===== config.mk =====
export PLATFORM = sky130hd
export DESIGN_NAME = timer_top
export DESIGN_NICKNAME = d
export VERILOG_FILES = /design/src/hw/timer_pkg.sv /design/src/hw/timer_bus_decode.sv /design/src/hw/timer_divider.sv /design/src/hw/timer_tima_unit.sv /design/src/hw/timer_irq_readback.sv /design/src/hw/timer_top.sv
export SDC_FILE = /design/constraint.sdc
export NUM_CORES = 1
export LEC_CHECK = 0
export BUFFER_PORTS_ARGS = -buffer_cell sky130_fd_sc_hd__clkbuf_2
export CORE_MARGIN = 3
export CORE_UTILIZATION = 54
export DETAILED_ROUTE_END_ITERATION = 8
export GPL_ROUTABILITY_DRIVEN = 1
export PLACE_DENSITY = 0.85
export SLEW_MARGIN = 20
export SYNTH_ARGS = -nofsm -noshare
export SYNTH_HDL_FRONTEND = slang
export SYNTH_SLANG_ARGS = --single-unit
export TNS_END_PERCENT = 1

===== constraint.sdc =====
create_clock -name I_CLOCK -period 2.14 [get_ports I_CLOCK]
set_input_delay 0.214 -clock I_CLOCK [delete_from_list [all_inputs] [get_ports I_CLOCK]]
set_output_delay 0.214 -clock I_CLOCK [all_outputs]
set_load 0.01 [all_outputs]

===== src/hw/timer_pkg.sv =====
// Timer shared definitions
package timer_pkg;

    // Bus widths
    typedef logic [15:0] bus_addr_t;
    typedef logic [7:0]  bus_data_t;

    // TAC bit 2 is the enable, bits 1:0 pick the rate tap
    typedef logic [2:0]  tac_t;

    // Rate counter feeding the four taps
    typedef logic [10:0] rate_count_t;

    // Tap edge detector
    typedef enum logic [0:0] {
        TICK_IDLE = 1'b0,
        TICK_SEEN = 1'b1
    } tick_state_t;

    // Register offsets from the timer base
    localparam bus_addr_t ADDR_DIV_OFS  = 16'd0;
    localparam bus_addr_t ADDR_TIMA_OFS = 16'd1;
    localparam bus_addr_t ADDR_TMA_OFS  = 16'd2;
    localparam bus_addr_t ADDR_TAC_OFS  = 16'd3;

    // Default bus locations
    localparam bus_addr_t DEFAULT_TIMER_BASE = 16'hFF04;
    localparam bus_addr_t DEFAULT_IF_ADDR    = 16'hFF0F;

    // Timer flag position in IF
    localparam int IRQ_TIMER_BIT = 2;

    // Enable bit in TAC
    localparam int TAC_ENABLE_BIT = 2;

    // Rate counter taps per TAC rate select
    // 00 -> 4096 Hz, 01 -> 262144 Hz, 10 -> 65536 Hz, 11 -> 16384 Hz
    localparam int TAP_RATE_00 = 10;
    localparam int TAP_RATE_01 = 4;
    localparam int TAP_RATE_10 = 6;
    localparam int TAP_RATE_11 = 8;

endpackage


===== src/hw/timer_bus_decode.sv =====
// Timer bus decoder
module timer_bus_decode
    import timer_pkg::*;
#(
    parameter bus_addr_t TIMER_BASE = DEFAULT_TIMER_BASE,
    parameter bus_addr_t IF_ADDR    = DEFAULT_IF_ADDR
) (
    input  bus_addr_t addr,
    input  logic      re_n,
    input  logic      we_n,
    output logic      div_we,
    output logic      tima_we,
    output logic      tma_we,
    output logic      tac_we,
    output logic      if_we,
    output logic      div_re,
    output logic      tima_re,
    output logic      tma_re,
    output logic      tac_re,
    output logic      if_re
);

    // Absolute register addresses
    localparam bus_addr_t DIV_ADDR  = TIMER_BASE + ADDR_DIV_OFS;
    localparam bus_addr_t TIMA_ADDR = TIMER_BASE + ADDR_TIMA_OFS;
    localparam bus_addr_t TMA_ADDR  = TIMER_BASE + ADDR_TMA_OFS;
    localparam bus_addr_t TAC_ADDR  = TIMER_BASE + ADDR_TAC_OFS;

    // One bit per register, ordered DIV, TIMA, TMA, TAC, IF from bit 0
    logic [4:0] match;
    logic [4:0] wr_sel;
    logic [4:0] rd_sel;

    always_comb begin
        match    = '0;
        match[0] = (addr == DIV_ADDR);
        match[1] = (addr == TIMA_ADDR);
        match[2] = (addr == TMA_ADDR);
        match[3] = (addr == TAC_ADDR);
        match[4] = (addr == IF_ADDR);

        // An IF address placed inside the timer block would select two registers
        assert ($onehot0(match))
            else $error("timer decode: address 0x%h selects more than one register", addr);
    end

    // Strobes are active low
    assign wr_sel = we_n ? 5'b0 : match;
    assign rd_sel = re_n ? 5'b0 : match;

    assign div_we  = wr_sel[0];
    assign tima_we = wr_sel[1];
    assign tma_we  = wr_sel[2];
    assign tac_we  = wr_sel[3];
    assign if_we   = wr_sel[4];

    assign div_re  = rd_sel[0];
    assign tima_re = rd_sel[1];
    assign tma_re  = rd_sel[2];
    assign tac_re  = rd_sel[3];
    assign if_re   = rd_sel[4];

endmodule


===== src/hw/timer_divider.sv =====
// Timer prescaler and rate counter
module timer_divider
    import timer_pkg::*;
(
    input  logic        I_CLOCK,
    input  logic        I_RESET,
    input  logic        div_we,
    input  tac_t        tac,
    output bus_data_t   div_value,
    output rate_count_t rate_count
);

    bus_data_t prescaler;
    bus_data_t prescaler_next;
    logic      prescaler_carry;
    logic      rate_enable;

    // Carry out of the prescaler drives the DIV increment
    assign {prescaler_carry, prescaler_next} = {1'b0, prescaler} + 9'd1;

    assign rate_enable = tac[TAC_ENABLE_BIT];

    // Prescaler runs every cycle from reset, DIV writes leave it alone
    always_ff @(posedge I_CLOCK or posedge I_RESET) begin
        if (I_RESET) begin
            prescaler <= '0;
        end else begin
            prescaler <= prescaler_next;
        end
    end

    // DIV counts prescaler wraps
    always_ff @(posedge I_CLOCK or posedge I_RESET) begin
        if (I_RESET) begin
            div_value <= '0;
        end else if (div_we) begin
            // Any write clears, the written value is ignored
            div_value <= '0;
        end else if (prescaler_carry) begin
            div_value <= div_value + 8'd1;
        end
    end

    // Rate counter only moves while the timer is enabled
    always_ff @(posedge I_CLOCK or posedge I_RESET) begin
        if (I_RESET) begin
            rate_count <= '0;
        end else if (rate_enable) begin
            rate_count <= rate_count + 11'd1;
        end
    end

endmodule


===== src/hw/timer_tima_unit.sv =====
// Timer counter unit
module timer_tima_unit
    import timer_pkg::*;
(
    input  logic        I_CLOCK,
    input  logic        I_RESET,
    input  rate_count_t rate_count,
    input  bus_data_t   wdata,
    input  logic        tima_we,
    input  logic        tma_we,
    input  logic        tac_we,
    output bus_data_t   tima_value,
    output bus_data_t   tma_value,
    output tac_t        tac,
    output logic        ovf_pulse
);

    tick_state_t state;
    tick_state_t next_state;
    logic        tap;
    logic        tick;
    logic        tima_full;

    // Rate tap select
    always_comb begin
        case (tac[1:0])
            2'b00:   tap = rate_count[TAP_RATE_00];
            2'b01:   tap = rate_count[TAP_RATE_01];
            2'b10:   tap = rate_count[TAP_RATE_10];
            default: tap = rate_count[TAP_RATE_11];
        endcase
    end

    // One tick per rising edge of the tap, only while enabled
    assign tick = tac[TAC_ENABLE_BIT] && tap && (state == TICK_IDLE);

    always_comb begin
        next_state = state;
        case (state)
            TICK_IDLE: begin
                if (tick) begin
                    next_state = TICK_SEEN;
                end
            end
            TICK_SEEN: begin
                // Wait for the tap to fall before arming again
                if (!tap) begin
                    next_state = TICK_IDLE;
                end
            end
            default: next_state = TICK_IDLE;
        endcase
    end

    always_ff @(posedge I_CLOCK or posedge I_RESET) begin
        if (I_RESET) begin
            state <= TICK_IDLE;
        end else begin
            state <= next_state;
        end
    end

    assign tima_full = (tima_value == 8'hFF);

    // Wrap only when the tick actually reaches TIMA
    assign ovf_pulse = tick && tima_full && !tima_we;

    always_ff @(posedge I_CLOCK or posedge I_RESET) begin
        if (I_RESET) begin
            tima_value <= '0;
        end else if (tima_we) begin
            tima_value <= wdata;
        end else if (tick) begin
            if (tima_full) begin
                // A TMA write in the wrap cycle goes straight into TIMA
                tima_value <= tma_we ? wdata : tma_value;
            end else begin
                tima_value <= tima_value + 8'd1;
            end
        end
    end

    always_ff @(posedge I_CLOCK or posedge I_RESET) begin
        if (I_RESET) begin
            tma_value <= '0;
            tac       <= '0;
        end else begin
            if (tma_we) begin
                tma_value <= wdata;
            end
            if (tac_we) begin
                tac <= wdata[2:0];
            end
        end
    end

    assert property (@(posedge I_CLOCK) disable iff (I_RESET) ovf_pulse |-> tac[TAC_ENABLE_BIT])
        else $error("timer: overflow while the timer is disabled");

    assert property (@(posedge I_CLOCK) disable iff (I_RESET) tick |=> !tick)
        else $error("timer: ticks in back-to-back cycles");

endmodule


===== src/hw/timer_irq_readback.sv =====
// Timer interrupt flag and read mux
module timer_irq_readback
    import timer_pkg::*;
(
    input  logic      I_CLOCK,
    input  logic      I_RESET,
    input  logic      ovf_pulse,
    input  logic      if_we,
    input  bus_data_t wdata,
    input  logic      div_re,
    input  logic      tima_re,
    input  logic      tma_re,
    input  logic      tac_re,
    input  logic      if_re,
    input  bus_data_t div_value,
    input  bus_data_t tima_value,
    input  bus_data_t tma_value,
    input  tac_t      tac,
    output bus_data_t rdata,
    output logic      irq
);

    logic      timer_flag;
    bus_data_t if_value;
    bus_data_t tac_value;

    // Overflow beats a same-cycle IF write
    always_ff @(posedge I_CLOCK or posedge I_RESET) begin
        if (I_RESET) begin
            timer_flag <= 1'b0;
        end else if (ovf_pulse) begin
            timer_flag <= 1'b1;
        end else if (if_we) begin
            timer_flag <= wdata[IRQ_TIMER_BIT];
        end
    end

    assign irq = timer_flag;

    // Only the timer bit of IF lives here
    always_comb begin
        if_value                = '0;
        if_value[IRQ_TIMER_BIT] = timer_flag;
    end

    assign tac_value = {5'b0, tac};

    // Combinational read, zero when nothing is selected
    always_comb begin
        if (div_re) begin
            rdata = div_value;
        end else if (tima_re) begin
            rdata = tima_value;
        end else if (tma_re) begin
            rdata = tma_value;
        end else if (tac_re) begin
            rdata = tac_value;
        end else if (if_re) begin
            rdata = if_value;
        end else begin
            rdata = '0;
        end
    end

endmodule


===== src/hw/timer_top.sv =====
// Timer subsystem top
module timer_top
    import timer_pkg::*;
#(
    parameter bus_addr_t TIMER_BASE = DEFAULT_TIMER_BASE,
    parameter bus_addr_t IF_ADDR    = DEFAULT_IF_ADDR
) (
    input  logic      I_CLOCK,
    input  logic      I_RESET,
    input  bus_addr_t addr,
    input  bus_data_t wdata,
    input  logic      re_n,
    input  logic      we_n,
    output bus_data_t rdata,
    output logic      irq
);

    // Register selects
    logic div_we;
    logic tima_we;
    logic tma_we;
    logic tac_we;
    logic if_we;
    logic div_re;
    logic tima_re;
    logic tma_re;
    logic tac_re;
    logic if_re;

    // Register values
    bus_data_t   div_value;
    bus_data_t   tima_value;
    bus_data_t   tma_value;
    tac_t        tac;
    rate_count_t rate_count;
    logic        ovf_pulse;

    timer_bus_decode #(
        .TIMER_BASE (TIMER_BASE),
        .IF_ADDR    (IF_ADDR)
    ) u_decode (
        .addr    (addr),
        .re_n    (re_n),
        .we_n    (we_n),
        .div_we  (div_we),
        .tima_we (tima_we),
        .tma_we  (tma_we),
        .tac_we  (tac_we),
        .if_we   (if_we),
        .div_re  (div_re),
        .tima_re (tima_re),
        .tma_re  (tma_re),
        .tac_re  (tac_re),
        .if_re   (if_re)
    );

    timer_divider u_divider (
        .I_CLOCK    (I_CLOCK),
        .I_RESET    (I_RESET),
        .div_we     (div_we),
        .tac        (tac),
        .div_value  (div_value),
        .rate_count (rate_count)
    );

    timer_tima_unit u_tima (
        .I_CLOCK    (I_CLOCK),
        .I_RESET    (I_RESET),
        .rate_count (rate_count),
        .wdata      (wdata),
        .tima_we    (tima_we),
        .tma_we     (tma_we),
        .tac_we     (tac_we),
        .tima_value (tima_value),
        .tma_value  (tma_value),
        .tac        (tac),
        .ovf_pulse  (ovf_pulse)
    );

    timer_irq_readback u_readback (
        .I_CLOCK    (I_CLOCK),
        .I_RESET    (I_RESET),
        .ovf_pulse  (ovf_pulse),
        .if_we      (if_we),
        .wdata      (wdata),
        .div_re     (div_re),
        .tima_re    (tima_re),
        .tma_re     (tma_re),
        .tac_re     (tac_re),
        .if_re      (if_re),
        .div_value  (div_value),
        .tima_value (tima_value),
        .tma_value  (tma_value),
        .tac        (tac),
        .rdata      (rdata),
        .irq        (irq)
    );

endmodule


Word-level counts from Yosys, hierarchy flattened
Index checks and enable logic that the tools add are counted.
{"block": "word_totals", "regBits": 48, "input_bits": 28, "out_inout_bits": 9, "word_cells": 49}
{"block": "op_classes", "add_sub_neg": 4, "n_eq_ne": 8, "n_mux": 19, "n_bitwise": 1, "n_reduce_logical": 9}
{"operator": "== test 16 bit, second input constant", "count": 5}
{"operator": "2-to-1 mux 8 bit", "count": 10}
{"operator": "adder 8 x 1 -> 8 bit, second input constant", "count": 2}
{"operator": "adder 11 x 1 -> 11 bit, second input constant", "count": 1}
{"operator": "2-to-1 mux 5 bit", "count": 2}
{"operator": "adder 8 x 1 -> 9 bit, second input constant", "count": 1}
{"operator": "== test 8 bit, second input constant", "count": 1}
{"operator": "nonzero test 2 bit", "count": 3}
{"operator": "logical AND 1 bit", "count": 4}
{"operator": "2-to-1 mux 1 bit", "count": 4}
{"operator": "2-to-1 mux 3 bit", "count": 1}
{"operator": "one-hot mux 1 bit (3 select lines)", "count": 1}
{"operator": "== test 2 x 1 -> 1 bit, second input constant", "count": 1}
{"operator": "== test 2 bit, second input constant", "count": 1}
{"operator": "zero test 2 bit", "count": 1}
{"operator": "one-hot mux 1 bit (2 select lines)", "count": 1}
{"operator": "zero test 1 bit", "count": 1}
{"operator": "inverter 1 bit", "count": 1}

Logic depth before layout (Yosys ltp)
Gate-level depths: netlist of run 1.
{"block": "depth", "ltp_word": 7, "mapped_depth": 9, "depth_no_buf": 7}

Modules after synthesis
From an unflattened synthesis of run 1, not the netlist that was laid out.
{"block": "hier_totals", "hier_cells": 276, "area_unflattened_um2": 2859.0}
{"module": "timer_divider", "n_inst": 1, "cells_per_inst": 112, "area_per_inst_um2": 1297.5, "seq_area_each_um2": 675.6}
{"module": "timer_tima_unit", "n_inst": 1, "cells_per_inst": 97, "area_per_inst_um2": 1118.6, "seq_area_each_um2": 500.5}
{"module": "timer_irq_readback", "n_inst": 1, "cells_per_inst": 44, "area_per_inst_um2": 281.5, "seq_area_each_um2": 25.0}
{"module": "timer_bus_decode", "n_inst": 1, "cells_per_inst": 23, "area_per_inst_um2": 161.4, "seq_area_each_um2": 0.0}

Least setup slack after synthesis of run 1
Ideal clock, no wire load.
{"block": "synth_path", "kind": "input port to output port", "startpoint": "input port addr[5]", "endpoint": "output port rdata[7]", "arrival_ns": 1.828, "required_ns": 1.926, "slack_ns": 0.098, "stages": 5, "n_path_buf": 0, "cell_sequence": "or4_4 > or4_4 > nor3_2 > a222oi_1 > inv_1"}
{"block": "synth_via", "elab_chain_len": 5, "elab_cells_between_ends": 7, "classes_between": "3 x eq/ne; 4 x mux"}
{"item": "from (decl)", "line_no": "timer_top.sv:10", "text": "input bus_addr_t addr,"}
{"item": "== test 16 bit", "line_no": "timer_bus_decode.sv:38", "text": "match[2] = (addr == TMA_ADDR);"}
{"item": "2-to-1 mux 5 bit *", "line_no": "timer_bus_decode.sv:49", "text": "assign rd_sel = re_n ? 5'b0 : match;"}
{"item": "2-to-1 mux 8 bit", "line_no": "timer_irq_readback.sv:54", "text": "end else if (tma_re) begin"}
{"item": "2-to-1 mux 8 bit", "line_no": "timer_irq_readback.sv:52", "text": "end else if (tima_re) begin"}
{"item": "2-to-1 mux 8 bit *", "line_no": "timer_irq_readback.sv:50", "text": "if (div_re) begin"}
{"item": "to (decl)", "line_no": "timer_top.sv:14", "text": "output bus_data_t rdata,"}
Every way passes the cells marked *; elsewhere a longest branch is shown, timed or not.

Final worst setup path of run 1
{"block": "layout_path", "startpoint": "input port addr[5]", "endpoint": "output port rdata[3]"}
The elaborated chain is that of the path after synthesis.

==> results.sh, run 1 <==
export IMPL_outcome="finished, final reports clean"
export IMPL_clk_pin_slew_ns=0.09
export IMPL_drt_iter0_drc=205
export IMPL_fin_crit_ns=2.10
export IMPL_switching_share_pct=21.2
export IMPL_antenna_found_initial=0
export IMPL_crit_fanout=5
export IMPL_first_global_vias=2145
export IMPL_layout_nets=346
export IMPL_regToRegStartpoint="u_tima.tima_value[0]"
export IMPL_grt_pass1_wl_um=9740
export IMPL_cts_tree="done"
export IMPL_postSynthAreaPerCell_um2=10.4
export IMPL_floorplan_die_width_um=75.9
export IMPL_setup_viol=0
export IMPL_first_pass_iters=4
export IMPL_p_seq_share_pct=55.6
export IMPL_critical_path_required_ns=1.93
export IMPL_ir_drop_v=0.000430
export IMPL_viasPerCell=5.70
export IMPL_synth_edf_count=0
export IMPL_ant_nets=0
export IMPL_syn_to_final_growth_pct=19.8
export IMPL_core_area_um2=4530
export IMPL_cap_violations=0
export IMPL_grt_usage_pct=20.6
export IMPL_path_class="in2out"
export IMPL_grt_max_degree=44
export IMPL_synth_fp_nets=287
export IMPL_dp_final_hpwl_um=4500
export IMPL_timing_rr_end="u_tima.tima_value[3]"
export IMPL_synth_ff_type="dfrtp_1"
export IMPL_fp_dieH_um=75.9
export IMPL_synth_distinct_cells=48
export IMPL_rr_worst_depth=7
export IMPL_dieArea_um2=5760
export IMPL_p_per_area_nw_per_um2=517
export IMPL_grt_overflow=0
export IMPL_slew_violations=0
export IMPL_synth_area_um2=2640
export IMPL_cp_start_kind="primary input"
export IMPL_start_util_pct=58.2
export IMPL_hold_violations=0
export IMPL_fin_crit_sh_pct=98.3
export IMPL_rows=24
export IMPL_clk_root_buffer_cell="clkbuf_8"
export IMPL_holdWs_ns=0.167
export IMPL_highest_layer="met4"
export IMPL_hold_class="in2reg"
export IMPL_synth_ff_latch_count=48
export IMPL_gp_congestion=0.862
export IMPL_fin_worst_skew_ns=0.00400
export IMPL_drt_met1_wl_um=2370
export IMPL_io_buffers=36
export IMPL_wl_um=5850
export IMPL_tightest_slew_ns=0.525
export IMPL_ys_warn_count=0
export IMPL_worstSetupEndpointType="output pin"
export IMPL_clock_sinks=48
export IMPL_timing_fmax_mhz=475
export IMPL_comb_power_share_pct=5.2
export IMPL_ios=37
export IMPL_cp_startpoint="addr[5]"
export IMPL_synthArstFlopShare_pct=100
export IMPL_drive_above_1_share_pct=31.4
export IMPL_worst_slack_ns=0.0368
export IMPL_cp_arrival_ns=1.89
export IMPL_clock_power_share_pct=39.2
export IMPL_antennaDiodeCount=0
export IMPL_postSynthCellCount=255
export IMPL_pre_cts_ws_ns=-0.113
export IMPL_cts_buffer_depth=2
export IMPL_finalPower_uw=1640
export IMPL_dr_wl_met3_um=301
export IMPL_r2r_slack_ns=0.24
export IMPL_leakage_uw=0.00147
export IMPL_cell_internal_pwr_uw=1290
export IMPL_layout_commonest_cell="dfrtp_1"
export IMPL_synth_seq_area_share_pct=45.5
export IMPL_final_cell_mix="dfrtp_1, clkbuf_2, nor2_1"
export IMPL_maxSlewHeadroom_pct=65.0
export IMPL_p_sw_uw=347
export IMPL_drc=0
export IMPL_wl_per_cell_um=15.4
export IMPL_wl_met2_um=3100
export IMPL_cts_max_level=2
export IMPL_clkLatencyLatePin_ns=0.30
export IMPL_cts_buffers=5
export IMPL_critPathCapture="rdata[3]"
export IMPL_rsz0062_at_grt="yes"
export IMPL_vias=2165
export IMPL_cts_setup_buffers=0
critical path, cell delays in order:
cell	delay (ns)
buf_6	0.09
or4_4	0.53
or4_4	0.49
nor2_2	0.12
buf_4	0.14
a222oi_1	0.12
inv_1	0.07
buf_2	0.12
cells by family (layout without fill, tap and decap cells):
kind of cell / after synthesis / in the layout / share of synthesized area, %
flip-flops: 48 / 48 / 45.5
adder cells (fa/ha/maj): 4 / 4 / 1.90
AND/OR/NAND/NOR: 97 / 97 / 20.2
buffers and inverters: 19 / 79 / 3.74
AO/OA/AOI/OAI: 45 / 45 / 12.4
multiplexers: 18 / 18 / 8.34
XOR/XNOR: 24 / 24 / 7.96
power by group through the flow:
stage | Clock (uW) | Sequential (uW) | Combinational [uW]
after global placement | 0 | 927 | 79.9
after CTS | 655 | 910 | 83.5
after global routing | 689 | 910 | 93.7
after detailed placement | 0 | 928 | 81.7
final | 641 | 910 | 85.1
after floorplan | 0 | 927 | 37.2
worst min-delay path by stage:
stage,endpoint,slack [ns],startpoint,cells past startpoint
6_report,u_tima.tma_value[4],0.17,wdata[4],2
5_1_grt,u_tima.tma_value[4],0.16,wdata[4],2
4_1_cts,u_tima.tma_value[4],0.16,wdata[4],2
3_5_place_dp,u_divider.prescaler[0],0.08,I_RESET,2
3_3_place_gp,u_divider.prescaler[1],0.08,I_RESET,2
2_1_floorplan,u_readback.irq,0.35,wdata[2],2
per-layer routing:
layer / track usage (%) / vias to the layer above
met1: 24.8 / 1053
met4: 5.25 / 0
li1: - / 1042
met5: 0 / -
met3: 3.79 / 8
met2: 37.7 / 62
Yosys cell counts (2+ instances only):
master,n,area share (%)
inv_1,12,1.7
and3_1,6,1.4
nor3_2,2,0.76
dfrtp_1,48,45
o21ai_1,2,0.38
mux2i_1,4,1.5
buf_6,2,0.85
nand3_1,13,2.5
xor2_1,10,3.3
mux2_2,12,5.1
a222oi_1,5,1.9
o22ai_1,3,0.71
buf_4,3,0.85
nor2_1,26,3.7
o21ai_0,7,1.3
or4_4,3,1.3
or3_1,3,0.71
ha_1,4,1.9
nand4_1,8,1.9
nand2_1,21,3.0
a31oi_1,3,0.71
nor3_1,3,0.57
nor3b_1,2,0.57
xnor2_1,14,4.6
mux4_2,2,1.7
a21oi_1,14,2.7
a221oi_2,2,1.1
final cells by class:
| cell class | instances | area (um2) |
|---|---|---|
| sequential | 48 | 1200 |
| fill | 340 | 1370 |
| multi-input combinational | 188 | 1360 |
| clock inverter | 3 | 42.5 |
| timing repair buffer | 59 | 365 |
| tap | 65 | 81.3 |
| clock buffer | 5 | 68.8 |
| inverter | 12 | 45.0 |
through the flow:
| step | setup TNS, ns | area, um2 | cells | utilization, % |
|---|---|---|---|---|
| floorplan | 0 | 2640 | 255 | - |
| global placement | -0.241 | 3010 | 371 | 66.4 |
| detailed placement | -0.998 | 3010 | 371 | 66.4 |
| CTS | 0 | 3130 | 380 | 69.1 |
| global route | -0.0859 | 3160 | 380 | 69.8 |
| finish | 0 | 3160 | 380 | 69.8 |
repair_timing:
action                     CTS  global route
hold endpoints to repair     5             0
setup endpoints to repair    6             5
hold buffers                 1             0
pin swaps                    1             0
resized for setup            0             8
registers in the layout (all words and copies together), names as in the netlist:
| register | count |
|---|---|
| u_tima.tma_value | 8 |
| u_readback.irq | 1 |
| u_tima.tac | 3 |
| u_tima.tima_value | 8 |
| u_divider.div_value | 8 |
| u_divider.rate_count | 11 |
| u_divider.prescaler | 8 |
| u_tima.state | 1 |
Power figures use the tool's default switching activity.
==> run 2: changes to the inputs <==
--- a/config.mk
+++ b/config.mk
@@ -5,12 +5,12 @@
 export SDC_FILE = /design/constraint.sdc
 export NUM_CORES = 1
 export LEC_CHECK = 0
-export BUFFER_PORTS_ARGS = -buffer_cell sky130_fd_sc_hd__clkbuf_2
 export CORE_MARGIN = 3
 export CORE_UTILIZATION = 54
 export DETAILED_ROUTE_END_ITERATION = 8
+export DONT_BUFFER_PORTS = 1
 export GPL_ROUTABILITY_DRIVEN = 1
-export PLACE_DENSITY = 0.85
+export PLACE_DENSITY = 0.78
 export SLEW_MARGIN = 20
 export SYNTH_ARGS = -nofsm -noshare
 export SYNTH_HDL_FRONTEND = slang
==> run 2 against run 1 <==
- die area is the same
- via count shrank 8.1%
- core utilization shrank 4.8 points
- setup slack lost 0.017 ns
- clock skew is essentially flat
- largest cell class unchanged
- cell count shrank 9.5%
- hold slack lost 0.11 ns
- fmax shrank 0.81%
- combinational power shrank 39%
- global-route usage shrank 1.2 points
- count of clock-buffer cells in the layout grew 2
==> results.sh, run 2 (synthesis results as in run 1) <==
export IMPL_outcome="finished, final reports clean"
export IMPL_vias=1989
export IMPL_grt_overflow=0
export IMPL_drt_iter0_drc=117
export IMPL_tightest_slew_ns=0.583
export IMPL_fillers=358
export IMPL_cp_start_kind="primary input"
export IMPL_worstPathCellList="or4_4 > or4_4 > nor3_2 > a21oi_1 > a21oi_1 > buf_4"
export IMPL_regToRegStartpoint="u_tima.tima_value[0]"
export IMPL_layout_commonest_cell="dfrtp_1"
export IMPL_dp_final_hpwl_um=4150
export IMPL_syn_to_final_growth_pct=11.5
export IMPL_cap_violations=0
export IMPL_first_pass_iters=7
export IMPL_fin_crit_sh_pct=99.1
export IMPL_layout_nets=310
export IMPL_core_area_um2=4530
export IMPL_grt_usage_pct=19.4
export IMPL_start_util_pct=58.2
export IMPL_min_from="wdata[5]"
export IMPL_cts_tree="done"
export IMPL_largest_reg_flops=11
export IMPL_slew_violations=0
export IMPL_final_cell_mix="dfrtp_1, nor2_1, buf_4"
export IMPL_place_area_um2=2820
export IMPL_slowest_delay_ns=0.60
export IMPL_drive_above_1_share_pct=21.9
export IMPL_grt_max_degree=27
export IMPL_hold_class="in2reg"
export IMPL_clk_root_buffer_cell="clkbuf_8"
export IMPL_ant_nets=0
export IMPL_grt_pass1_wl_um=9030
export IMPL_timing_fmax_mhz=472
export IMPL_fin_crit_ns=2.12
export IMPL_top_register="u_divider.rate_count"
export IMPL_cp_top_family="simple AND/OR/NAND/NOR gates"
export IMPL_finalPower_uw=1520
export IMPL_maxSlewHeadroom_pct=60.8
export IMPL_crit_buf_inv=1
export IMPL_stdcell_area_um2=2940
export IMPL_cp_depth=6
export IMPL_wl_per_cell_um=15.8
export IMPL_clkLatencyLatePin_ns=0.30
export IMPL_setup_viol=0
export IMPL_cts_buffer_depth=2
export IMPL_leakage_uw=0.00130
export IMPL_worstSetupEndpointType="output pin"
export IMPL_fp_dieH_um=75.9
export IMPL_r2r_slack_ns=0.25
export IMPL_io_buffers=0
export IMPL_cp_startpoint="addr[6]"
export IMPL_p_per_area_nw_per_um2=516
export IMPL_wl_um=5450
export IMPL_antennaDiodeCount=0
export IMPL_floorplan_die_width_um=75.9
export IMPL_rr_worst_depth=8
export IMPL_critical_path_required_ns=1.93
export IMPL_cts_buffers=5
export IMPL_path_class="in2out"
export IMPL_rows=24
export IMPL_rsz0062_at_grt="yes"
export IMPL_clock_sinks=48
export IMPL_gp_congestion=0.894
export IMPL_antenna_found_initial=0
export IMPL_ios=37
export IMPL_drc=0
export IMPL_cp_arrival_ns=1.91
export IMPL_fin_worst_skew_ns=0.00430
export IMPL_first_global_vias=1942
export IMPL_cp_slowest_cell="or4_4"
export IMPL_critPathCapture="rdata[0]"
export IMPL_hold_violations=0
export IMPL_cts_max_level=2
export IMPL_viasPerCell=5.78
export IMPL_timing_rr_end="u_tima.tima_value[2]"
export IMPL_clk_pin_slew_ns=0.09
export IMPL_ir_drop_v=0.000384
export IMPL_crit_fanout=5
export IMPL_dieArea_um2=5760
export IMPL_setup_tns_final_ns=0
-- run 2: report_power, final --
group | switching [uW] | internal (uW) | total (uW)
Sequential | 1.04 | 907 | 908
Combinational | 31.3 | 20.6 | 51.9
Clock | 296 | 263 | 559
-- run 2: through the flow --
stage                     setup slack, ns  util, %  instances  hold slack (ns)
after floorplan                    0.0977        -        255            0.347
after global placement           -0.00372     62.1        333            0.159
after detailed placement          -0.0260     62.1        333            0.175
after CTS                         0.00347     64.5        342           0.0444
after global routing              -0.0466     64.9        344           0.0431
final                              0.0196     64.9        344           0.0534
-- run 2: repair_timing --
item / 4_1_cts / 5_1_grt
resized for setup: 1 / 1
pin swaps: 0 / 2
hold buffers: 1 / 0
endpoints found under the setup margin: 5 / 1
buffers inserted: 0 / 2
hold endpoints to repair: 24 / 0
-- run 2: area by class of cell --
cell class	instances	area, um2	area share, %
sequential	48	1200	40.8
timing repair buffer	23	175	5.95
clock inverter	1	7.51	0.255
tap	65	81.3	2.76
multi-input combinational	188	1350	45.8
clock buffer	7	86.3	2.93
inverter	12	45.0	1.53
-- run 2: worst min-delay path by stage --
| stage | end | slack [ns] | cells past startpoint |
|---|---|---|---|
| finish | u_tima.tma_value[5] | 0.05 | 1 |
| global route | u_readback.irq | 0.04 | 2 |
| CTS | u_readback.irq | 0.04 | 2 |
| detailed placement | u_divider.prescaler[0] | 0.18 | 1 |
| global placement | u_divider.prescaler[0] | 0.16 | 1 |
| floorplan | u_readback.irq | 0.35 | 2 |
-- run 2: layer usage --
metal | vias to the layer above | track usage [%] | part of all wire, %
met2 | 57 | 32.4 | 49
met1 | 957 | 24.0 | 42
met5 | - | 0 | 0
met3 | 8 | 6.04 | 7.1
met4 | 0 | 6.34 | 1.4
li1 | 967 | - | -
-- run 2: worst register-to-register path: stages (launching register included) --
cell and delay, ns:
dfrtp_1 0.46, ha_1 0.25, and3_1 0.20, nand3_1 0.22, buf_4 0.22, nor2_1 0.06
a221oi_2 0.26, o22ai_1 0.11, nand2_1 0.07
